===== config.mk =====
export PLATFORM = sky130hd
export DESIGN_NAME = mainDecode
export DESIGN_NICKNAME = d
export VERILOG_FILES = /design/src/rtl/isaPkg.sv /design/src/rtl/ucodePkg.sv /design/src/rtl/mainDecode.sv
export SDC_FILE = /design/constraint.sdc
export NUM_CORES = 1
export LEC_CHECK = 0
export ABC_CLOCK_PERIOD_IN_PS = 1410
export BUFFER_PORTS_ARGS = -buffer_cell sky130_fd_sc_hd__buf_2
export CAP_MARGIN = 0
export CORE_AREA = 2 2 39 41
export DETAILED_ROUTE_END_ITERATION = 12
export DIE_AREA = 0 0 41 43
export GPL_ROUTABILITY_DRIVEN = 0
export SETUP_SLACK_MARGIN = 0.2
export SYNTH_ARGS = -nofsm -noshare
export SYNTH_HDL_FRONTEND = slang
export SYNTH_SLANG_ARGS = --single-unit

===== constraint.sdc =====
create_clock -name vclk -period 1.41
set_input_delay 0.141 -clock vclk [all_inputs]
set_output_delay 0.141 -clock vclk [all_outputs]
set_load 0.005 [all_outputs]

===== src/rtl/isaPkg.sv =====
`default_nettype none

package isaPkg;

	////////////////////
	// Main page opcodes, real LR35902 encodings
	typedef enum logic [7:0] {
		ocNop = 8'h00,
		ocLdBN = 8'h06, ocLdCN = 8'h0E, ocLdDN = 8'h16, ocLdEN = 8'h1E,
		ocLdHN = 8'h26, ocLdLN = 8'h2E, ocLdAN = 8'h3E,
		ocIncB = 8'h04, ocIncC = 8'h0C, ocIncD = 8'h14, ocIncE = 8'h1C,
		ocIncH = 8'h24, ocIncL = 8'h2C, ocIncA = 8'h3C,
		ocDecB = 8'h05, ocDecC = 8'h0D, ocDecD = 8'h15, ocDecE = 8'h1D,
		ocDecH = 8'h25, ocDecL = 8'h2D, ocDecA = 8'h3D,
		ocLdHlB = 8'h70, ocLdHlC = 8'h71, ocLdHlD = 8'h72, ocLdHlE = 8'h73,
		ocLdHlH = 8'h74, ocLdHlL = 8'h75, ocLdHlA = 8'h77,
		ocAddB = 8'h80, ocAddC = 8'h81, ocAddD = 8'h82, ocAddE = 8'h83,
		ocAddH = 8'h84, ocAddL = 8'h85, ocAddA = 8'h87,
		ocSubB = 8'h90, ocSubC = 8'h91, ocSubD = 8'h92, ocSubE = 8'h93,
		ocSubH = 8'h94, ocSubL = 8'h95, ocSubA = 8'h97,
		ocJr = 8'h18,
		ocJrNz = 8'h20,
		ocCb = 8'hCB
	} opcode_t;

	// CB page
	typedef enum logic [7:0] {
		cbRrB = 8'h18, cbRrC = 8'h19, cbRrD = 8'h1A, cbRrE = 8'h1B,
		cbRrH = 8'h1C, cbRrL = 8'h1D, cbRrA = 8'h1F,
		cbSrlB = 8'h38
	} cbOpcode_t;

	// Opcode register field order; slot 6 is (HL) in the ISA, decoded register in microcode
	typedef enum logic [2:0] {
		regB = 3'd0, regC = 3'd1, regD = 3'd2, regE = 3'd3,
		regH = 3'd4, regL = 3'd5, regFromDec = 3'd6, regA = 3'd7
	} reg8_t;

	typedef struct packed {
		logic zero;
		logic carry;
	} flags_t;

endpackage

`default_nettype wire


===== src/rtl/ucodePkg.sv =====
`default_nettype none

package ucodePkg;

	typedef logic [6:0] flowIdx_t;

	// Sequencer action per micro-op
	typedef enum logic [2:0] {
		uNext,
		uInc,
		uEof,
		uIncEof,
		uIncEofZ
	} uopNext_t;

	// Datapath operations
	typedef enum logic [3:0] {
		opNop, opSetMemAddr, opMemWrite, opRegFromMem,
		opInc8, opDec8, opAdd8, opSub8,
		opRr8, opSrl8, opJumpRel
	} uopOp_t;

	typedef enum logic [3:0] {
		selPc,
		selHl,
		selX8,
		selReg
	} uopSel_t;

	typedef struct packed {
		uopNext_t next;
		uopOp_t op;
		uopSel_t sel;
		isaPkg::reg8_t regIdx;
	} uop_t;

	typedef struct packed {
		logic [15:0] addr;
		logic [7:0] wdata;
		logic we;
	} memReq_t;

	////////////////////
	// Flow start rows
	localparam flowIdx_t flowFetch = 7'd0;
	localparam flowIdx_t flowNop = 7'd1;
	localparam flowIdx_t flowLdRn = 7'd2;
	localparam flowIdx_t flowInc = 7'd5;
	localparam flowIdx_t flowDec = 7'd7;
	localparam flowIdx_t flowAdd = 7'd9;
	localparam flowIdx_t flowSub = 7'd11;
	localparam flowIdx_t flowLdHlR = 7'd13;
	localparam flowIdx_t flowJr = 7'd16;
	localparam flowIdx_t flowJrNz = 7'd20;
	localparam flowIdx_t flowRr = 7'd24;
	localparam flowIdx_t flowSrl = 7'd26;
	// Last populated row
	localparam flowIdx_t flowLast = 7'd27;

endpackage

`default_nettype wire


===== src/rtl/mainDecode.sv =====
`timescale 1ns/1ps
`default_nettype none

module mainDecode (
	input  isaPkg::opcode_t opcode,
	output ucodePkg::flowIdx_t flowStart,
	output isaPkg::reg8_t regIdx
);
	import isaPkg::*;
	import ucodePkg::*;

	reg8_t dstField;
	reg8_t srcField;

	// Register operand sits in bits 5:3 or 2:0 depending on the group
	assign dstField = reg8_t'(opcode[5:3]);
	assign srcField = reg8_t'(opcode[2:0]);

	always_comb
	begin
		flowStart = flowNop;
		regIdx = regA;
		case (opcode)
			ocNop: flowStart = flowNop;
			ocLdBN, ocLdCN, ocLdDN, ocLdEN, ocLdHN, ocLdLN, ocLdAN:
			begin
				flowStart = flowLdRn;
				regIdx = dstField;
			end
			ocIncB, ocIncC, ocIncD, ocIncE, ocIncH, ocIncL, ocIncA:
			begin
				flowStart = flowInc;
				regIdx = dstField;
			end
			ocDecB, ocDecC, ocDecD, ocDecE, ocDecH, ocDecL, ocDecA:
			begin
				flowStart = flowDec;
				regIdx = dstField;
			end
			ocLdHlB, ocLdHlC, ocLdHlD, ocLdHlE, ocLdHlH, ocLdHlL, ocLdHlA:
			begin
				flowStart = flowLdHlR;
				regIdx = srcField;
			end
			ocAddB, ocAddC, ocAddD, ocAddE, ocAddH, ocAddL, ocAddA:
			begin
				flowStart = flowAdd;
				regIdx = srcField;
			end
			ocSubB, ocSubC, ocSubD, ocSubE, ocSubH, ocSubL, ocSubA:
			begin
				flowStart = flowSub;
				regIdx = srcField;
			end
			ocJr: flowStart = flowJr;
			ocJrNz: flowStart = flowJrNz;
			default: ;
		endcase
	end

endmodule

`default_nettype wire


==> qor.yml <==
synth:
  synth_top_area_cell: "buf_4"
  seq_area_frac_synth: 0
  synth_warnings: 0
  netlist_top_cells_area: "buf_4 (8.7%), a21oi_1 (7.2%), buf_6 (6.5%)"
  synth.distinct_cells: 30
  avgSynthCellArea_um2: 6.77
  netlist_instances: 51
  synth_top_area_frac: 0.0870
  syn_area_um2: 345
layout:
  synthToLayoutAreaGrowth_pct: 52.9
  antenna_cells: 0
  n_sequential_cell: 0
  seqCellArea_um2: 0
  final.fill_count: 157
  multi_input_area_um2: 333
  post-route-util: 0.382
  drive_gt1_frac: 0.478
  nClkBuffers: 0
  nets: 77
sta:
  fmax_ghz: 0.784
  finalCritPeriodShare: 0.905
  rsz0062_at_grt: "yes"
  hold_violations: 0
  period_needed_ps: 1280
  tns_ps: 0
  setup_viol: 0
  drv_slew: 0
power:
  p_total_uw: 128
  leakage_nw: 0.213
  powerDensity_nw_per_um2: 242
  irDropWorstVdd_mv: 0.110
worst_setup_path:
  required_ps: 1270
  cp-start-kind: "primary input"
  crit_arrival_ps: 1130
  crit_path_end_kind: "output pin"
  critPathMaxFanout: 3
  worst-setup-path-type: "primary input to output pin"
global_route:
  grt_pass1_wl_um: 1680
  grt_pass1_vias: 422
  track_usage: 0.126
  grt_max_degree: 12
  antenna_found_initial: 0
  globalRouteOverflowTotal: 0
  top_usage_layer: "met2"
  met1_usage: 0.177
  use_met2: 0.219
  met3_usage: 0
routing:
  wire_per_inst_um: 12.4
  drcViolationCount: 0
  ant_nets: 0
  first_pass_iters: 3
  viasPerCell: 5.19
  drt-total-wl_um: 1030
  drt_iter0_markers: 4
  vias: 431
die:
  io_pins: 18
  die-height_um: 43
  rows: 14
  core-area_um2: 1380
  start_util: 0.250
  die_area_um2: 1760
  fp.dieW_um: 41
placement:
  port_buffers: 16
  dpl.hpwl_um: 723
status:
  outcome: "finished clean"
min_path:
  hp-class: "primary input to output pin"
job:
  maxCapViolCount: 0
-- Yosys cell counts --
master and count:
and3b_2 1, nand2_1 2, nand3b_1 2, buf_4 4, nor2_1 3, o211ai_1 1, a211oi_2 1, buf_6 2
or4b_1 1, and2_1 2, inv_1 2, o311ai_1 1, nand4b_1 1, nor3_1 1, o21a_1 1, nor2b_1 2
nor4_1 1, nor3b_1 2, or3b_1 2, conb_1 1, o2111ai_1 2, mux2i_1 1, a21oi_1 5, a2111oi_0 2
nand2b_1 2, buf_2 1, o21ai_0 2, nand3_1 1, a31oi_1 1, clkbuf_2 1
-- where the power goes --
part | internal (mW) | leakage [nW] | switching, mW
clock network | 0 | 0 | 0
logic | 0.0638 | 0.213 | 0.0639
registers | 0 | 0 | 0
total | 0.0638 | 0.213 | 0.0639
-- final cells by class --
cell class / count / share of cell area
well taps: 16 / 0.0379
repair buffers: 23 / 0.318
inverters: 2 / 0.0142
multi-input cells: 42 / 0.630
-- repair_timing --
item	in CTS	in global routing
gates cloned	0	0
resized for setup	17	4
setup endpoints to repair	7	7
buffers inserted	2	0
hold buffers	0	0
pin swaps	8	1
-- critical path, stage by stage --
cell	delay, ps
buf_6	90
or4b_4	550
o311ai_4	80
o211ai_1	130
buf_2	140
-- final timing paths --
kind	end	cells after the start	from	slack (ps)
max	regIdx[0]	5	opcode[6]	130
min	flowStart[0]	4	opcode[7]	660
-- metrics by stage --
| stage | area (um^2) | worst slack (ps) | hold WS, ps | cells |
|---|---|---|---|---|
| after floorplan | 349 | 277 | 390 | 52 |
| after global placement | 424 | 58.8 | 626 | 81 |
| after detailed placement | 424 | 57.4 | 641 | 81 |
| after CTS | 509 | 145 | 667 | 83 |
| after global routing | 528 | 81.0 | 704 | 83 |
| final | 528 | 134 | 655 | 83 |
-- per-layer routing --
layer  wire length (um)  vias to the layer above
li1                   -                      219
met3                 37                        0
met5                  0                        -
met1                472                      200
met2                520                       12
met4                  0                        0
-- logic make-up after synthesis --
| logic type | after synthesis | share of synthesized area |
|---|---|---|
| buffers and inverters | 10 | 0.203 |
| AO/OA/AOI/OAI | 16 | 0.326 |
| AND/OR/NAND/NOR | 23 | 0.431 |
| other | 1 | 0.0109 |
| multiplexers | 1 | 0.0290 |
-- cells in the final DEF, fill, tap and decap left out, types with 2 or more instances in the layout --
| master | n |
|---|---|
| inv_1 | 2 |
| nand3b_1 | 2 |
| buf_2 | 11 |
| nor2b_1 | 2 |
| and2_1 | 2 |
| o2111ai_1 | 2 |
| nand2_1 | 2 |
| nand2b_1 | 2 |
| buf_4 | 6 |
| a21oi_1 | 4 |
| nor2_1 | 3 |
| conb_1 | 2 |
| buf_6 | 4 |
No activity file was read; power rests on OpenSTA's default activity.
