`src/rtl/isaPkg.sv`:
```
`default_nettype none

package isaPkg;

	////////////////////
	// Main page opcodes, real LR35902 encodings
	typedef enum logic [7:0] {
		ocNop = 8'h00,
		ocLdBN = 8'h06, ocLdCN = 8'h0E, ocLdDN = 8'h16, ocLdEN = 8'h1E,
		ocLdHN = 8'h26, ocLdLN = 8'h2E, ocLdAN = 8'h3E,
		ocIncB = 8'h04, ocIncC = 8'h0C, ocIncD = 8'h14, ocIncE = 8'h1C,
		ocIncH = 8'h24, ocIncL = 8'h2C, ocIncA = 8'h3C,
		ocDecB = 8'h05, ocDecC = 8'h0D, ocDecD = 8'h15, ocDecE = 8'h1D,
		ocDecH = 8'h25, ocDecL = 8'h2D, ocDecA = 8'h3D,
		ocLdHlB = 8'h70, ocLdHlC = 8'h71, ocLdHlD = 8'h72, ocLdHlE = 8'h73,
		ocLdHlH = 8'h74, ocLdHlL = 8'h75, ocLdHlA = 8'h77,
		ocAddB = 8'h80, ocAddC = 8'h81, ocAddD = 8'h82, ocAddE = 8'h83,
		ocAddH = 8'h84, ocAddL = 8'h85, ocAddA = 8'h87,
		ocSubB = 8'h90, ocSubC = 8'h91, ocSubD = 8'h92, ocSubE = 8'h93,
		ocSubH = 8'h94, ocSubL = 8'h95, ocSubA = 8'h97,
		ocJr = 8'h18,
		ocJrNz = 8'h20,
		ocCb = 8'hCB
	} opcode_t;

	// CB page
	typedef enum logic [7:0] {
		cbRrB = 8'h18, cbRrC = 8'h19, cbRrD = 8'h1A, cbRrE = 8'h1B,
		cbRrH = 8'h1C, cbRrL = 8'h1D, cbRrA = 8'h1F,
		cbSrlB = 8'h38
	} cbOpcode_t;

	// Opcode register field order; slot 6 is (HL) in the ISA, decoded register in microcode
	typedef enum logic [2:0] {
		regB = 3'd0, regC = 3'd1, regD = 3'd2, regE = 3'd3,
		regH = 3'd4, regL = 3'd5, regFromDec = 3'd6, regA = 3'd7
	} reg8_t;

	typedef struct packed {
		logic zero;
		logic carry;
	} flags_t;

endpackage

`default_nettype wire

```
`src/rtl/ucodePkg.sv`:
```
`default_nettype none

package ucodePkg;

	typedef logic [6:0] flowIdx_t;

	// Sequencer action per micro-op
	typedef enum logic [2:0] {
		uNext,
		uInc,
		uEof,
		uIncEof,
		uIncEofZ
	} uopNext_t;

	// Datapath operations
	typedef enum logic [3:0] {
		opNop, opSetMemAddr, opMemWrite, opRegFromMem,
		opInc8, opDec8, opAdd8, opSub8,
		opRr8, opSrl8, opJumpRel
	} uopOp_t;

	typedef enum logic [3:0] {
		selPc,
		selHl,
		selX8,
		selReg
	} uopSel_t;

	typedef struct packed {
		uopNext_t next;
		uopOp_t op;
		uopSel_t sel;
		isaPkg::reg8_t regIdx;
	} uop_t;

	typedef struct packed {
		logic [15:0] addr;
		logic [7:0] wdata;
		logic we;
	} memReq_t;

	////////////////////
	// Flow start rows
	localparam flowIdx_t flowFetch = 7'd0;
	localparam flowIdx_t flowNop = 7'd1;
	localparam flowIdx_t flowLdRn = 7'd2;
	localparam flowIdx_t flowInc = 7'd5;
	localparam flowIdx_t flowDec = 7'd7;
	localparam flowIdx_t flowAdd = 7'd9;
	localparam flowIdx_t flowSub = 7'd11;
	localparam flowIdx_t flowLdHlR = 7'd13;
	localparam flowIdx_t flowJr = 7'd16;
	localparam flowIdx_t flowJrNz = 7'd20;
	localparam flowIdx_t flowRr = 7'd24;
	localparam flowIdx_t flowSrl = 7'd26;
	// Last populated row
	localparam flowIdx_t flowLast = 7'd27;

endpackage

`default_nettype wire

```
`src/rtl/cbDecode.sv`:
```
`timescale 1ns/1ps
`default_nettype none

module cbDecode (
	input  isaPkg::cbOpcode_t opcode,
	output ucodePkg::flowIdx_t flowStart,
	output isaPkg::reg8_t regIdx
);
	import isaPkg::*;
	import ucodePkg::*;

	reg8_t srcField;

	// CB page keeps its register in the low bits
	assign srcField = reg8_t'(opcode[2:0]);

	always_comb
	begin
		flowStart = flowNop;
		regIdx = srcField;
		case (opcode)
			cbRrB, cbRrC, cbRrD, cbRrE, cbRrH, cbRrL, cbRrA: flowStart = flowRr;
			cbSrlB: flowStart = flowSrl;
			default: regIdx = regA;
		endcase
	end

endmodule

`default_nettype wire

```
`config.mk`:
```
export PLATFORM = sky130hd
export DESIGN_NAME = cbDecode
export DESIGN_NICKNAME = d
export VERILOG_FILES = /design/src/rtl/isaPkg.sv /design/src/rtl/ucodePkg.sv /design/src/rtl/cbDecode.sv
export SDC_FILE = /design/constraint.sdc
export NUM_CORES = 1
export LEC_CHECK = 0
export ABC_AREA = 1
export BUFFER_PORTS_ARGS = -buffer_cell sky130_fd_sc_hd__buf_4
export CORE_AREA = 2 2 39 41
export DETAILED_ROUTE_END_ITERATION = 16
export DIE_AREA = 0 0 41 43
export GPL_TIMING_DRIVEN = 0
export PLACE_DENSITY = 0.42
export SLEW_MARGIN = 20
export SYNTH_ARGS = -nofsm -noshare
export SYNTH_HDL_FRONTEND = slang
export SYNTH_SLANG_ARGS = --single-unit
export TNS_END_PERCENT = 20
```
`constraint.sdc`:
```
create_clock -name vclk -period 0.8
set_clock_uncertainty 0.05 [all_clocks]
set_input_delay 0.08 -clock vclk [all_inputs]
set_output_delay 0.08 -clock vclk [all_outputs]
set_load 0.02 [all_outputs]
```
==> results_dict.tcl, run 1 <==
set metrics [dict create \
    antenna_found_initial 0 \
    hpwlAfterDp_um 314 \
    crit_top_cell "buf_6" \
    p_leak_nw 0.212 \
    critPathRequiredTime_ps 670 \
    ios 18 \
    clock.fmax_mhz 1140 \
    first_pass_iters 2 \
    num_rows 14 \
    portBuffers 15 \
    nets 60 \
    min_delay_worst_endpoint "regIdx[2]" \
    viasPerCell 3.24 \
    endpoint_kind "primary output" \
    globalplace.congestion 0.580 \
    crit_buf_inv 4 \
    p_clk_frac 0 \
    clkbuf_count 0 \
    drtAntennaViolNets 0 \
    min_path_type "in -> out" \
    cp_top_family "buffers and inverters" \
    power.internal_uw 79.4 \
    first_global_vias 170 \
    drive_gt1_frac 0.820 \
    fin_hold_ws_ps 492 \
    vias 214 \
    post-place-ws_ps -153 \
    drt-total-wl_um 379 \
    seq_area_um2 0 \
    setup_tns_ps -342 \
    grt_max_degree 7 \
    grt_overflow 0 \
    hold_viol_final 0 \
    path_class "in -> out" \
    start_util 0.103 \
    synth.distinct_cells 9 \
    synth_cells 28 \
    irDropWorstVdd_uv 88.8 \
    finalMaxSlewViolations 0 \
    period_needed_ps 879 \
    violations "negative setup slack" \
    whs_path_depth 5 \
    die_y_um 43 \
    dp.cells 61 \
    grt_usage 0.0440 \
    setup-violations-final 6 \
    die_w_um 41 \
    syn-cell-area_um2 143 \
    power_density_nw_per_um2 365 \
    seqPwrFrac 0 \
    fin_crit_sh 1.10 \
    final_core_util 0.276 \
    grt_pass1_wl_um 586 \
    worstPathArrival_ps 750 \
    grt_setup_unrepaired "yes" \
    core_area_um2 1380 \
    cp_cell_sequence "buf_6 -> inv_2 -> nand2_2 -> nor2_2 -> nand2_2 -> nand2_4 -> buf_6 -> buf_6" \
    p_sw_uw 59.9 \
    holdCritStartpoint "opcode[2]" \
    final_area_um2 382 \
    synth_warnings 0 \
    antennaDiodeCount 0 \
    power.total_uw 139 \
    syn_avg_cell_area_um2 5.09 \
    place_area_um2 283 \
    drt_iter0_markers 2 \
    worst_path_largest_cell_delay_ps 110 \
    layout_setup_ws_ps -78.8 \
    wl_per_cell_um 5.74 \
    status "finished with violations" \
    worstPathMaxFanout 6 \
    yosysSeqAreaShare 0 \
    die_area_um2 1760 \
    nFlopsAndLatches 0 \
    slowest_stage "nand2_4" \
    drc 0 \
    stdcell_count 66 \
    critPathLaunchType "input pin" \
    syn_to_final_growth_pct 168 \
    cap_violations 0 \
    switching_share 0.430 \
    combPwrFrac 1.000 \
]
-- synthesized netlist by cell type --
| cell type | n | area (µm²) |
|---|---|---|
| buf_4 | 4 | 30.0 |
| conb_1 | 1 | 3.75 |
| inv_1 | 7 | 26.3 |
| inv_2 | 1 | 3.75 |
| nand2_1 | 7 | 26.3 |
| nand2_2 | 2 | 12.5 |
| nand2_4 | 1 | 11.3 |
| nand3_1 | 2 | 10.0 |
| nor2_2 | 3 | 18.8 |
-- area by class of cell --
class              count  area (µm²)
plain buffers          4        33.8
fillers              165        1000
inverters              8        32.5
multi-input cells     18         108
well taps             16        20.0
repair buffers        20         188
-- what timing repair did --
action,4_1_cts,5_1_grt
resized for setup,18,4
endpoints found under the hold margin,0,0
pin swaps,5,4
hold buffers,0,0
setup endpoints to repair,7,7
buffers inserted,3,2
-- routing by layer --
layer / part of all wire / global-route usage / up-vias
met5: 0 / 0 / -
met4: 0 / 0 / 0
met3: 0.079 / 0 / 0
met2: 0.68 / 0.100 / 7
met1: 0.24 / 0.0380 / 91
li1: - / - / 116
-- cells by family after synthesis --
group,count (synthesis),synth area share
and+or+nand+nor,15,0.553
other,1,0.0263
buffers and inverters,12,0.421
-- power groups by stage --
stage	Clock (mW)	Combinational, mW	Sequential [mW]
2_1_floorplan	0	0.0559	0
3_3_place_gp	0	0.0988	0
3_5_place_dp	0	0.0992	0
4_1_cts	0	0.127	0
5_1_grt	0	0.151	0
6_report	0	0.139	0
-- how the worst max path moves through the flow --
stage	startpoint	endpoint	depth (start not counted)
5_1_grt	opcode[7]	flowStart[4]	8
3_5_place_dp	opcode[0]	flowStart[4]	8
4_1_cts	opcode[7]	flowStart[4]	8
3_3_place_gp	opcode[0]	flowStart[4]	7
6_report	opcode[2]	flowStart[4]	8
2_1_floorplan	opcode[6]	regIdx[0]	6
-- layout by cell type, fill, tap and decap left out --
master / n
buf_4: 13
buf_6: 11
nand2_2: 7
inv_2: 4
nor2_2: 3
inv_1: 3
conb_1: 3
nand2_1: 2
inv_4: 1
nand3_1: 1
nand3_2: 1
nand2_4: 1
(Power assumes the default switching activity.)
==> inputs of run 2 (changes only) <==
- SETUP_SLACK_MARGIN: not set -> 0.1
==> results_dict.tcl, run 2 (synthesized netlist as in run 1, its figures left out) <==
set metrics [dict create \
    status "finished with violations" \
    violations "negative setup slack" \
    whs_path_depth 5 \
    min_path_type "in -> out" \
    worstPathArrival_ps 760 \
    combPwrFrac 1.000 \
    min_delay_worst_endpoint "regIdx[0]" \
    ios 18 \
    portBuffers 15 \
    vias 210 \
    drtAntennaViolNets 0 \
    irDropWorstVdd_uv 151 \
    period_needed_ps 893 \
    drt-total-wl_um 386 \
    clkbuf_count 0 \
    critPathLaunchType "input pin" \
    die_area_um2 1760 \
    nFlopsAndLatches 0 \
    grt_pass1_wl_um 614 \
    hpwlAfterDp_um 337 \
    grt_usage 0.0450 \
    power_density_nw_per_um2 379 \
    drc 0 \
    nets 59 \
    drive_gt1_frac 0.816 \
    grt_setup_unrepaired "yes" \
    p_clk_frac 0 \
    fin_crit_sh 1.12 \
    antenna_found_initial 0 \
    cts_hold_buf 0 \
    die_y_um 43 \
    switching_share 0.465 \
    hold_viol_final 0 \
    setup-violations-final 6 \
    viasPerCell 3.23 \
    seqPwrFrac 0 \
    seq_area_um2 0 \
    layout_setup_ws_ps -92.6 \
    globalplace.congestion 0.559 \
    critPathRequiredTime_ps 670 \
    first_pass_iters 1 \
    place_area_um2 324 \
    cap_violations 0 \
    worstPathMaxFanout 6 \
    syn_to_final_growth_pct 189 \
    p_sw_uw 72.8 \
    p_leak_nw 0.217 \
    finalMaxSlewViolations 0 \
    holdCritStartpoint "opcode[0]" \
    wl_per_cell_um 5.94 \
    final_core_util 0.298 \
    drt_iter0_markers 0 \
    path_class "in -> out" \
    grt_max_degree 7 \
    first_global_vias 160 \
    final_area_um2 413 \
    final_cell_mix "buf_6, buf_4, nand2_2, inv_1, conb_1" \
    fin_hold_ws_ps 496 \
    power.internal_uw 83.6 \
    final_common_cell "buf_6" \
    core_area_um2 1380 \
    antennaDiodeCount 0 \
    power.total_uw 156 \
    die_w_um 41 \
    grt_overflow 0 \
    start_util 0.103 \
    clock.fmax_mhz 1120 \
    endpoint_kind "primary output" \
    num_rows 14 \
]
run 2: changes by cell type in the layout (fill, tap and decap cells not counted), sizes merged:
cell	change
buf	-1
run 2: power groups by stage:
| stage | clock, mW | sequential, mW | combinational (mW) |
|---|---|---|---|
| after global routing | 0 | 0 | 0.169 |
| after global placement | 0 | 0 | 0.121 |
| after detailed placement | 0 | 0 | 0.121 |
| after floorplan | 0 | 0 | 0.0694 |
| after CTS | 0 | 0 | 0.151 |
| final | 0 | 0 | 0.156 |
run 2: worst max path at each step:
stage | endpoint | slack (ps) | start | cells after the start
floorplan | flowStart[4] | 70 | opcode[7] | 6
CTS | flowStart[4] | -110 | opcode[2] | 8
finish | flowStart[4] | -90 | opcode[7] | 8
global route | flowStart[4] | -150 | opcode[0] | 8
global placement | flowStart[4] | -180 | opcode[7] | 8
detailed placement | flowStart[4] | -190 | opcode[7] | 8
run 2: critical path: stages:
cell     delay, ps
buf_6          110
inv_12          40
nand2_4         50
nor2_4          80
nand3_2         80
nand2_4        120
buf_6          100
buf_6          100
run 2: layout make-up:
| type | count | area, µm² |
|---|---|---|
| inverter | 8 | 52.6 |
| multi-input combinational | 18 | 123 |
| buffer | 4 | 33.8 |
| tap | 16 | 20.0 |
| fill | 164 | 971 |
| timing repair buffer | 19 | 184 |
run 2: layer usage:
metal	global-route usage	wire length, µm	share of wire
met5	0	0	0
met4	0	0	0
met3	0	54	0.14
met2	0.0781	203	0.53
met1	0.0633	129	0.33
run 2: per-stage QoR:
step	instances	worst slack [ps]	TNS [ps]
4_1_cts	64	-107	-521
6_report	65	-92.6	-432
3_5_place_dp	61	-189	-1000
3_3_place_gp	61	-183	-960
2_1_floorplan	30	65.7	0
5_1_grt	65	-147	-789
run 2: repair_timing:
| action | CTS | global route |
|---|---|---|
| pin swaps | 6 | 4 |
| endpoints found under the setup margin | 7 | 7 |
| setup buffers | 3 | 1 |
| resized for setup | 15 | 1 |
| endpoints found under the hold margin | 0 | 0 |
