`src/rtl/isaPkg.sv`:
```
`default_nettype none

package isaPkg;

	////////////////////
	// Main page opcodes, real LR35902 encodings
	typedef enum logic [7:0] {
		ocNop = 8'h00,
		ocLdBN = 8'h06, ocLdCN = 8'h0E, ocLdDN = 8'h16, ocLdEN = 8'h1E,
		ocLdHN = 8'h26, ocLdLN = 8'h2E, ocLdAN = 8'h3E,
		ocIncB = 8'h04, ocIncC = 8'h0C, ocIncD = 8'h14, ocIncE = 8'h1C,
		ocIncH = 8'h24, ocIncL = 8'h2C, ocIncA = 8'h3C,
		ocDecB = 8'h05, ocDecC = 8'h0D, ocDecD = 8'h15, ocDecE = 8'h1D,
		ocDecH = 8'h25, ocDecL = 8'h2D, ocDecA = 8'h3D,
		ocLdHlB = 8'h70, ocLdHlC = 8'h71, ocLdHlD = 8'h72, ocLdHlE = 8'h73,
		ocLdHlH = 8'h74, ocLdHlL = 8'h75, ocLdHlA = 8'h77,
		ocAddB = 8'h80, ocAddC = 8'h81, ocAddD = 8'h82, ocAddE = 8'h83,
		ocAddH = 8'h84, ocAddL = 8'h85, ocAddA = 8'h87,
		ocSubB = 8'h90, ocSubC = 8'h91, ocSubD = 8'h92, ocSubE = 8'h93,
		ocSubH = 8'h94, ocSubL = 8'h95, ocSubA = 8'h97,
		ocJr = 8'h18,
		ocJrNz = 8'h20,
		ocCb = 8'hCB
	} opcode_t;

	// CB page
	typedef enum logic [7:0] {
		cbRrB = 8'h18, cbRrC = 8'h19, cbRrD = 8'h1A, cbRrE = 8'h1B,
		cbRrH = 8'h1C, cbRrL = 8'h1D, cbRrA = 8'h1F,
		cbSrlB = 8'h38
	} cbOpcode_t;

	// Opcode register field order; slot 6 is (HL) in the ISA, decoded register in microcode
	typedef enum logic [2:0] {
		regB = 3'd0, regC = 3'd1, regD = 3'd2, regE = 3'd3,
		regH = 3'd4, regL = 3'd5, regFromDec = 3'd6, regA = 3'd7
	} reg8_t;

	typedef struct packed {
		logic zero;
		logic carry;
	} flags_t;

endpackage

`default_nettype wire

```
`src/rtl/ucodePkg.sv`:
```
`default_nettype none

package ucodePkg;

	typedef logic [6:0] flowIdx_t;

	// Sequencer action per micro-op
	typedef enum logic [2:0] {
		uNext,
		uInc,
		uEof,
		uIncEof,
		uIncEofZ
	} uopNext_t;

	// Datapath operations
	typedef enum logic [3:0] {
		opNop, opSetMemAddr, opMemWrite, opRegFromMem,
		opInc8, opDec8, opAdd8, opSub8,
		opRr8, opSrl8, opJumpRel
	} uopOp_t;

	typedef enum logic [3:0] {
		selPc,
		selHl,
		selX8,
		selReg
	} uopSel_t;

	typedef struct packed {
		uopNext_t next;
		uopOp_t op;
		uopSel_t sel;
		isaPkg::reg8_t regIdx;
	} uop_t;

	typedef struct packed {
		logic [15:0] addr;
		logic [7:0] wdata;
		logic we;
	} memReq_t;

	////////////////////
	// Flow start rows
	localparam flowIdx_t flowFetch = 7'd0;
	localparam flowIdx_t flowNop = 7'd1;
	localparam flowIdx_t flowLdRn = 7'd2;
	localparam flowIdx_t flowInc = 7'd5;
	localparam flowIdx_t flowDec = 7'd7;
	localparam flowIdx_t flowAdd = 7'd9;
	localparam flowIdx_t flowSub = 7'd11;
	localparam flowIdx_t flowLdHlR = 7'd13;
	localparam flowIdx_t flowJr = 7'd16;
	localparam flowIdx_t flowJrNz = 7'd20;
	localparam flowIdx_t flowRr = 7'd24;
	localparam flowIdx_t flowSrl = 7'd26;
	// Last populated row
	localparam flowIdx_t flowLast = 7'd27;

endpackage

`default_nettype wire

```
`src/rtl/datapath.sv`:
```
`timescale 1ns/1ps
`default_nettype none

module datapath #(
	parameter logic [15:0] resetPc = 16'h0100
) (
	input  logic clock,
	input  logic rst,
	input  ucodePkg::uop_t uop,
	input  isaPkg::reg8_t curReg,
	input  logic incPc,
	input  logic [7:0] memRdata,
	output isaPkg::flags_t flags,
	output ucodePkg::memReq_t mem
);
	import isaPkg::*;
	import ucodePkg::*;

	logic [7:0] regs [8];
	logic [15:0] pc;
	logic [15:0] addrReg;
	logic [7:0] x8;
	reg8_t tgt;
	reg8_t dst;
	logic [7:0] operand;
	logic [15:0] addrSel;
	logic [7:0] aluRes;
	logic aluCarry;

	////////////////////
	// Operand selection
	assign tgt = (uop.regIdx == regFromDec) ? curReg : uop.regIdx;
	assign dst = (uop.op inside {opAdd8, opSub8}) ? regA : tgt;
	assign operand = (uop.sel == selX8) ? x8 : regs[tgt];
	assign addrSel = (uop.sel == selHl) ? {regs[regH], regs[regL]} : pc;

	// ALU
	always_comb
	begin
		aluRes = operand;
		aluCarry = flags.carry;
		case (uop.op)
			opInc8: aluRes = operand + 8'd1;
			opDec8: aluRes = operand - 8'd1;
			opAdd8: {aluCarry, aluRes} = {1'b0, regs[regA]} + {1'b0, operand};
			// Borrow lands in bit 8
			opSub8: {aluCarry, aluRes} = {1'b0, regs[regA]} - {1'b0, operand};
			opRr8: {aluRes, aluCarry} = {flags.carry, operand};
			opSrl8: {aluRes, aluCarry} = {1'b0, operand};
			default: ;
		endcase
	end

	// Address goes out in the same cycle as setMemAddr
	always_comb
	begin
		mem.addr = (uop.op == opSetMemAddr) ? addrSel : addrReg;
		mem.wdata = operand;
		mem.we = (uop.op == opMemWrite);
	end

	////////////////////
	always_ff @(posedge clock)
	begin
		if (rst)
		begin
			pc <= resetPc;
			addrReg <= resetPc;
			flags <= '0;
			for (int i = 0; i < 8; i++)
				regs[i] <= '0;
		end
		else
		begin
			if (incPc)
				pc <= pc + 16'd1;
			case (uop.op)
				opSetMemAddr: addrReg <= addrSel;
				opRegFromMem:
					if (uop.sel != selX8)
						regs[tgt] <= memRdata;
				// INC and DEC leave carry alone
				opInc8, opDec8:
				begin
					regs[dst] <= aluRes;
					flags.zero <= (aluRes == 8'd0);
				end
				opAdd8, opSub8, opRr8, opSrl8:
				begin
					regs[dst] <= aluRes;
					flags <= '{zero: (aluRes == 8'd0), carry: aluCarry};
				end
				// PC is already past the offset byte here
				opJumpRel: pc <= pc + {{8{x8[7]}}, x8};
				default: ;
			endcase
		end
	end

	// Jump offset
	always_ff @(posedge clock)
	begin
		if (uop.op == opRegFromMem && uop.sel == selX8)
			x8 <= memRdata;
	end

	// A store always follows an HL address setup, so it never hits a fetch address
	storeAfterHl: assert property (@(posedge clock) disable iff (rst)
		mem.we |-> $past(uop.op == opSetMemAddr && uop.sel == selHl))
		else $error("store without an HL address setup");

endmodule

`default_nettype wire

```
`config.mk`:
```
export PLATFORM = sky130hd
export DESIGN_NAME = datapath
export DESIGN_NICKNAME = d
export VERILOG_FILES = /design/src/rtl/isaPkg.sv /design/src/rtl/ucodePkg.sv /design/src/rtl/datapath.sv
export SDC_FILE = /design/constraint.sdc
export NUM_CORES = 1
export LEC_CHECK = 0
export BUFFER_PORTS_ARGS = -buffer_cell sky130_fd_sc_hd__buf_4
export CORE_MARGIN = 5
export CORE_UTILIZATION = 40
export CTS_CLUSTER_DIAMETER = 200
export CTS_CLUSTER_SIZE = 25
export DETAILED_ROUTE_END_ITERATION = 16
export PLACE_DENSITY_LB_ADDON = 0.15
export SYNTH_ARGS = -nofsm -noshare
export SYNTH_HDL_FRONTEND = slang
export SYNTH_SLANG_ARGS = --single-unit
```
`constraint.sdc`:
```
create_clock -name clock -period 4.7 [get_ports clock]
set_input_delay 0.235 -clock clock [delete_from_list [all_inputs] [get_ports clock]]
set_output_delay 0.235 -clock clock [all_outputs]
set_load 0.02 [all_outputs]
```
==> results of run 1 <==
how the worst max path moves through the flow:
| stage | from | endpoint | slack [ns] | cells after the start |
|---|---|---|---|---|
| global route | uop[1] | regs[1][6] | 0.34 | 16 |
| global placement | uop[1] | regs[7][6] | 0.31 | 16 |
| detailed placement | uop[1] | regs[7][6] | 0.22 | 16 |
| CTS | uop[1] | regs[2][6] | 0.59 | 16 |
| finish | uop[1] | regs[2][6] | 0.55 | 16 |
| floorplan | curReg[1] | regs[6][7] | 0.62 | 15 |
area by class of cell:
cell class,instances,area (µm²),share of cell area
repair buffers,72,541,0.0666
multi-input cells,600,4040,0.498
clock buffers,12,258,0.0318
clock inverters,4,40.0,0.00494
well taps,225,282,0.0347
inverters,29,109,0.0134
flip-flops and latches,106,2840,0.350
Yosys cell counts, types with 4 or more instances:
| cell type | count | area, µm² |
|---|---|---|
| dfxtp_1 | 34 | 681 |
| nand3_1 | 20 | 100 |
| nor4_1 | 4 | 25.0 |
| a21oi_1 | 63 | 315 |
| nor3_1 | 21 | 105 |
| nor2_1 | 119 | 447 |
| o31ai_2 | 4 | 50.1 |
| or2_2 | 6 | 37.5 |
| o31ai_1 | 8 | 60.1 |
| o21ai_0 | 17 | 85.1 |
| nand4_1 | 9 | 56.3 |
| or3_1 | 8 | 50.1 |
| and2_1 | 10 | 62.6 |
| a21o_1 | 8 | 60.1 |
| edfxtp_1 | 72 | 2160 |
| a211oi_1 | 5 | 37.5 |
| clkbuf_1 | 22 | 82.6 |
| a211o_1 | 4 | 35.0 |
| buf_2 | 5 | 25.0 |
| xor2_1 | 6 | 52.6 |
| o21ai_1 | 4 | 20.0 |
| nand2b_1 | 18 | 113 |
| o32ai_1 | 4 | 35.0 |
| ha_1 | 36 | 450 |
| mux2i_1 | 32 | 320 |
| o22ai_1 | 5 | 31.3 |
| xnor2_1 | 12 | 105 |
| inv_1 | 29 | 109 |
| nand2_1 | 69 | 259 |
| nor2b_1 | 21 | 131 |
| o21bai_1 | 5 | 37.5 |
| mux4_2 | 6 | 135 |
power by group through the flow:
stage / sequential (W) / combinational [W] / clock [W]
3_3_place_gp: 0.00107 / 0.000543 / 0
2_1_floorplan: 0.00106 / 0.000377 / 0
4_1_cts: 0.00105 / 0.000558 / 0.000786
6_report: 0.00105 / 0.000561 / 0.000772
3_5_place_dp: 0.00107 / 0.000556 / 0
5_1_grt: 0.00106 / 0.000611 / 0.000818
flip-flops by register name, indices dropped and copies added (netlist names):
register	flops
pc	16
flags	2
x8	8
addrReg	16
regs	64
metal layers:
metal  wire length, µm  vias to the layer above
met5                 0                        -
met4               651                        0
met3              1290                       43
met2              9780                      188
met1              9340                     2909
li1                  -                     2902
metrics by stage:
stage	power (W)	instance area, µm²
finish	0.00239	8110
global route	0.00248	8110
CTS	0.00240	8110
detailed placement	0.00163	7810
global placement	0.00162	7810
floorplan	0.00144	7140
kinds of logic (layout without fill, tap and decap cells):
kind of cell,after synthesis,after routing,share of synthesized area
flops,106,106,0.398
fa+ha+maj,39,39,0.0715
mux,40,40,0.0670
compound gates,174,174,0.175
buf+inv,62,117,0.0372
simple gates,329,329,0.229
xor+xnor,18,18,0.0221
==> results.json, run 1 <==
{
  "status": "finished, final reports clean",
  "post_cts_resize_count": 0,
  "clock_latency_ns": 0.36,
  "max_cap_viol_count": 0,
  "htreeDepth": 3,
  "whs_ns": 0.0749,
  "min_period_ns": 4.15,
  "io_buffers": 51,
  "ys.flop_type": "edfxtp_1",
  "post-place-cells": 1032,
  "netSwitchingFraction": 0.302,
  "rows": 48,
  "final_cells": 1048,
  "hold_violations": 0,
  "finalWeightedCongestion": 0.893,
  "leakage_nw": 3.24,
  "core_area_um2": 17400,
  "cts_sinks": 106,
  "die-width_um": 144,
  "ys_async_sr_fraction": 0,
  "avgViaCountPerCell": 5.77,
  "synth-edff-count": 72,
  "synth-seq-cells": 106,
  "dpl_worst_slack_ns": 0.223,
  "nFillCells": 1681,
  "avgRoutedWirePerCell_um": 20.1,
  "worstPathRequired_ns": 4.79,
  "num_antenna_cells": 0,
  "drt_iter0_drc": 500,
  "ys_seq_area_frac": 0.398,
  "rsz0062_at_grt": "false",
  "internal-power_w": 0.00166,
  "syn_nets": 835,
  "num_vias": 6042,
  "cts_tree": "done",
  "mostFrequentLayoutCell": "nor2_1",
  "syn-instance-count": 768,
  "grt_util_met2": 0.326,
  "fin_tns_setup_ns": 0,
  "setup_ws_ns": 0.551,
  "post-route-util": 0.466,
  "p_per_area_nw_per_um2": 294,
  "power.net_switching_w": 0.000721,
  "overflow": 0,
  "grt_pass1_wl_um": 32200,
  "drc": 0,
  "timing.rr.end": "regs[2][6]",
  "drive_above_1_share": 0.160,
  "drtAntennaViolNets": 0,
  "die_area_um2": 20600,
  "grtUsageTotal": 0.205,
  "clock_power_share": 0.323,
  "final-setup-viol-count": 0,
  "post-dp-hpwl_um": 16200,
  "area_delta_synth_final_pct": 13.7,
  "clk_pin_slew_ns": 0.07,
  "start_util": 0.410,
  "critPathTopFamily": "compound AO/OA/AOI/OAI gates",
  "gr-usage-met3": 0.0329,
  "ir_drop_mv": 0.173,
  "worst_pin_slew_ns": 0.968,
  "hold_buffers": 0,
  "cpPeakStageDelay_ns": 0.55,
  "yosysWarnings": 0,
  "wl_um": 21100,
  "max_freq_mhz": 241,
  "worstSetupPathType": "input port to flip-flop",
  "cts-root-buf": "clkbuf_16",
  "r2r_slack_ns": 0.59,
  "hold_end": "x8[4]",
  "crit_path_max_fanout": 20,
  "crit_slowest_cell": "mux4_2",
  "grt.busiest_layer": "met2",
  "numCtsBuffers": 9,
  "die_h_um": 144,
  "critPathBufInv": 1,
  "antenna_found_initial": 0,
  "relSlewSlack": 0.353,
  "final_cell_mix": "nor2_1 (119), buf_4 (72), edfxtp_1 (72)",
  "synth_area_um2": 7140,
  "min_from": "memRdata[4]",
  "cts_setup_buffers": 0,
  "worstPathArrival_ns": 4.24,
  "hp-class": "input port to flip-flop",
  "r2r_start": "regs[7][0]",
  "met1_usage": 0.279,
  "io-pin-count": 55,
  "fin_nets": 885,
  "finalMaxSlewViolations": 0,
  "share_comb_of_total_power": 0.235,
  "drtPass1Iterations": 5,
  "fin_skew_ns": 0.00743,
  "path_cells": "buf_4, a31o_2, mux4_2, o31ai_2, nor2_1, ha_1, fa_1, a21o_1, a21oi_1, o31ai_1, xor2_1, a21oi_1, o21ai_0, a211oi_1, o21a_2, nor2_1",
  "start_kind": "input port",
  "max-clock-path-buffers": 2,
  "seq_power_share": 0.441,
  "syn_avg_cell_area_um2": 9.29,
  "grt_max_degree": 52,
  "rr_worst_depth": 14,
  "finalCritPeriodShare": 0.883,
  "grt_pass1_vias": 5722,
  "crit_path_end_kind": "flip-flop",
  "hold_depth": 1,
  "synth_cell_types": 86
}
Note: power is estimated with default switching activity, not from simulation.
==> run 2, diff against run 1 <==
BUFFER_PORTS_ARGS = not set   (was -buffer_cell sky130_fd_sc_hd__buf_4)
DONT_BUFFER_PORTS = 1   (was not set)
==> results.json, run 2 (same netlist as run 1, synthesis figures left out) <==
{
  "regMostFlops": "regs",
  "cts_tree": "done",
  "crit_path_end_kind": "flip-flop",
  "clock_latency_ns": 0.36,
  "hold_end": "pc[14]",
  "timing.rr.end": "regs[2][7]",
  "num_vias": 5923,
  "area_delta_synth_final_pct": 9.63,
  "io-pin-count": 55,
  "cts-root-buf": "clkbuf_16",
  "p_per_area_nw_per_um2": 298,
  "leakage_nw": 3.02,
  "r2r_slack_ns": 0.54,
  "r2r_start": "regs[1][2]",
  "status": "finished, final reports clean",
  "hold_buffers": 9,
  "hold_violations": 0,
  "die-width_um": 144,
  "crit_path_max_fanout": 8,
  "reg.largest.list": "regs x64, addrReg x16, pc x16",
  "drtPass1Iterations": 5,
  "worstPathArrival_ns": 4.25,
  "wl_um": 21300,
  "grt_util_met2": 0.332,
  "cts_sinks": 106,
  "fin_skew_ns": 0.00712,
  "final_cell_mix": "nor2_1 (119), edfxtp_1 (72), nand2_1 (69)",
  "min_period_ns": 4.16,
  "worstPathRequired_ns": 4.79,
  "die_area_um2": 20600,
  "overflow": 0,
  "drive_above_1_share": 0.105,
  "worstSetupPathType": "flip-flop to flip-flop",
  "drtAntennaViolNets": 0,
  "relSlewSlack": 0.383,
  "max-clock-path-buffers": 2,
  "rows": 48,
  "hp-class": "input port to flip-flop",
  "clk_pin_slew_ns": 0.07,
  "met1_usage": 0.270,
  "post_cts_resize_count": 0,
  "fin_tns_setup_ns": 0,
  "min_from": "rst",
  "rr_worst_depth": 16,
  "worst_pin_slew_ns": 0.924,
  "max_cap_viol_count": 0,
  "avgViaCountPerCell": 5.89,
  "regArea_um2": 2840,
  "htreeDepth": 3,
  "post-dp-hpwl_um": 16000,
  "drt_iter0_drc": 499,
  "finalMaxSlewViolations": 0,
  "rsz0062_at_grt": "false",
  "ir_drop_mv": 0.172,
  "grt_pass1_vias": 5609,
  "numCtsBuffers": 9,
  "core_area_um2": 17400,
  "nFillCells": 1696,
  "grt.busiest_layer": "met2",
  "max_freq_mhz": 240,
  "drc": 0,
  "grt_max_degree": 33,
  "num_antenna_cells": 0,
  "hold_depth": 2,
  "grt_pass1_wl_um": 31800,
  "post-place-cells": 980,
  "final_cells": 1005,
  "antenna_found_initial": 0,
  "largest_reg_flops": 64,
  "io_buffers": 0,
  "avgRoutedWirePerCell_um": 21.2,
  "fin_nets": 842,
  "mostFrequentLayoutCell": "nor2_1",
  "start_kind": "flip-flop",
  "start_util": 0.410,
  "cts_setup_buffers": 0,
  "finalWeightedCongestion": 0.896,
  "multiInputGateArea_um2": 4050,
  "grtUsageTotal": 0.204,
  "final-setup-viol-count": 0,
  "finalCritPeriodShare": 0.885,
  "gr-usage-met3": 0.0439,
  "die_h_um": 144
}
## run 2: cell count changes in the layout (fill, tap and decap cells not counted), sizes merged
| cell | previous run | this run |
|---|---|---|
| dlygate4sd3 | 0 | 8 |
| buf | 72 | 21 |
| clkinv | 0 | 2 |
| bufinv | 1 | 0 |
| clkinvlp | 1 | 0 |
## run 2: power by group
part           total, W  internal [W]  switching [W]
Clock          0.000766      0.000399       0.000367
Sequential      0.00105       0.00103      0.0000242
Combinational  0.000508      0.000190       0.000318
## run 2: worst max-delay path, cell delays in order (launching register included)
cell      delay [ns]
edfxtp_1        0.39
or3_1           0.31
o32ai_1         0.14
o22ai_1         0.15
nand3_1         0.21
nand2_1         0.14
ha_1            0.38
inv_1           0.12
o21bai_1        0.24
a21oi_1         0.12
o21bai_1        0.24
a21oi_1         0.12
mux2i_1         0.12
o21ai_0         0.21
nand4_1         0.21
o41ai_4         0.69
nor2_1          0.09
## run 2: layer usage
metal | vias to the layer above | share of wire
li1 | 2819 | -
met1 | 2869 | 0.44
met2 | 190 | 0.47
met5 | - | 0
met3 | 45 | 0.063
met4 | 0 | 0.028
## run 2: area by class of cell
type                       instances  share of cell area
multi-input combinational        600               0.517
sequential                       106               0.363
tap                              225              0.0360
clock buffer                      12              0.0329
timing repair buffer              29              0.0320
inverter                          29              0.0139
clock inverter                     4             0.00448
## run 2: metrics by stage
| step | instance area [µm²] | util | hold slack [ns] | worst slack (ns) | total power (W) |
|---|---|---|---|---|---|
| 2_1_floorplan | 7140 | - | 0.334 | 0.615 | 0.00144 |
| 3_3_place_gp | 7430 | 0.427 | 0.323 | 0.505 | 0.00156 |
| 3_5_place_dp | 7430 | 0.427 | 0.328 | 0.426 | 0.00157 |
| 4_1_cts | 7820 | 0.449 | 0.0622 | 0.564 | 0.00232 |
| 5_1_grt | 7820 | 0.449 | 0.0823 | 0.323 | 0.00242 |
| 6_report | 7820 | 0.449 | 0.0741 | 0.541 | 0.00233 |
## run 2: worst max-delay path by stage
stage | start | end | slack [ns] | depth (start not counted)
floorplan | curReg[1] | regs[6][7] | 0.62 | 15
global placement | uop[2] | regs[6][6] | 0.50 | 15
detailed placement | uop[2] | regs[7][6] | 0.43 | 15
CTS | regs[1][2] | regs[3][7] | 0.56 | 16
global route | regs[1][2] | regs[0][7] | 0.32 | 16
finish | regs[1][2] | regs[2][7] | 0.54 | 16
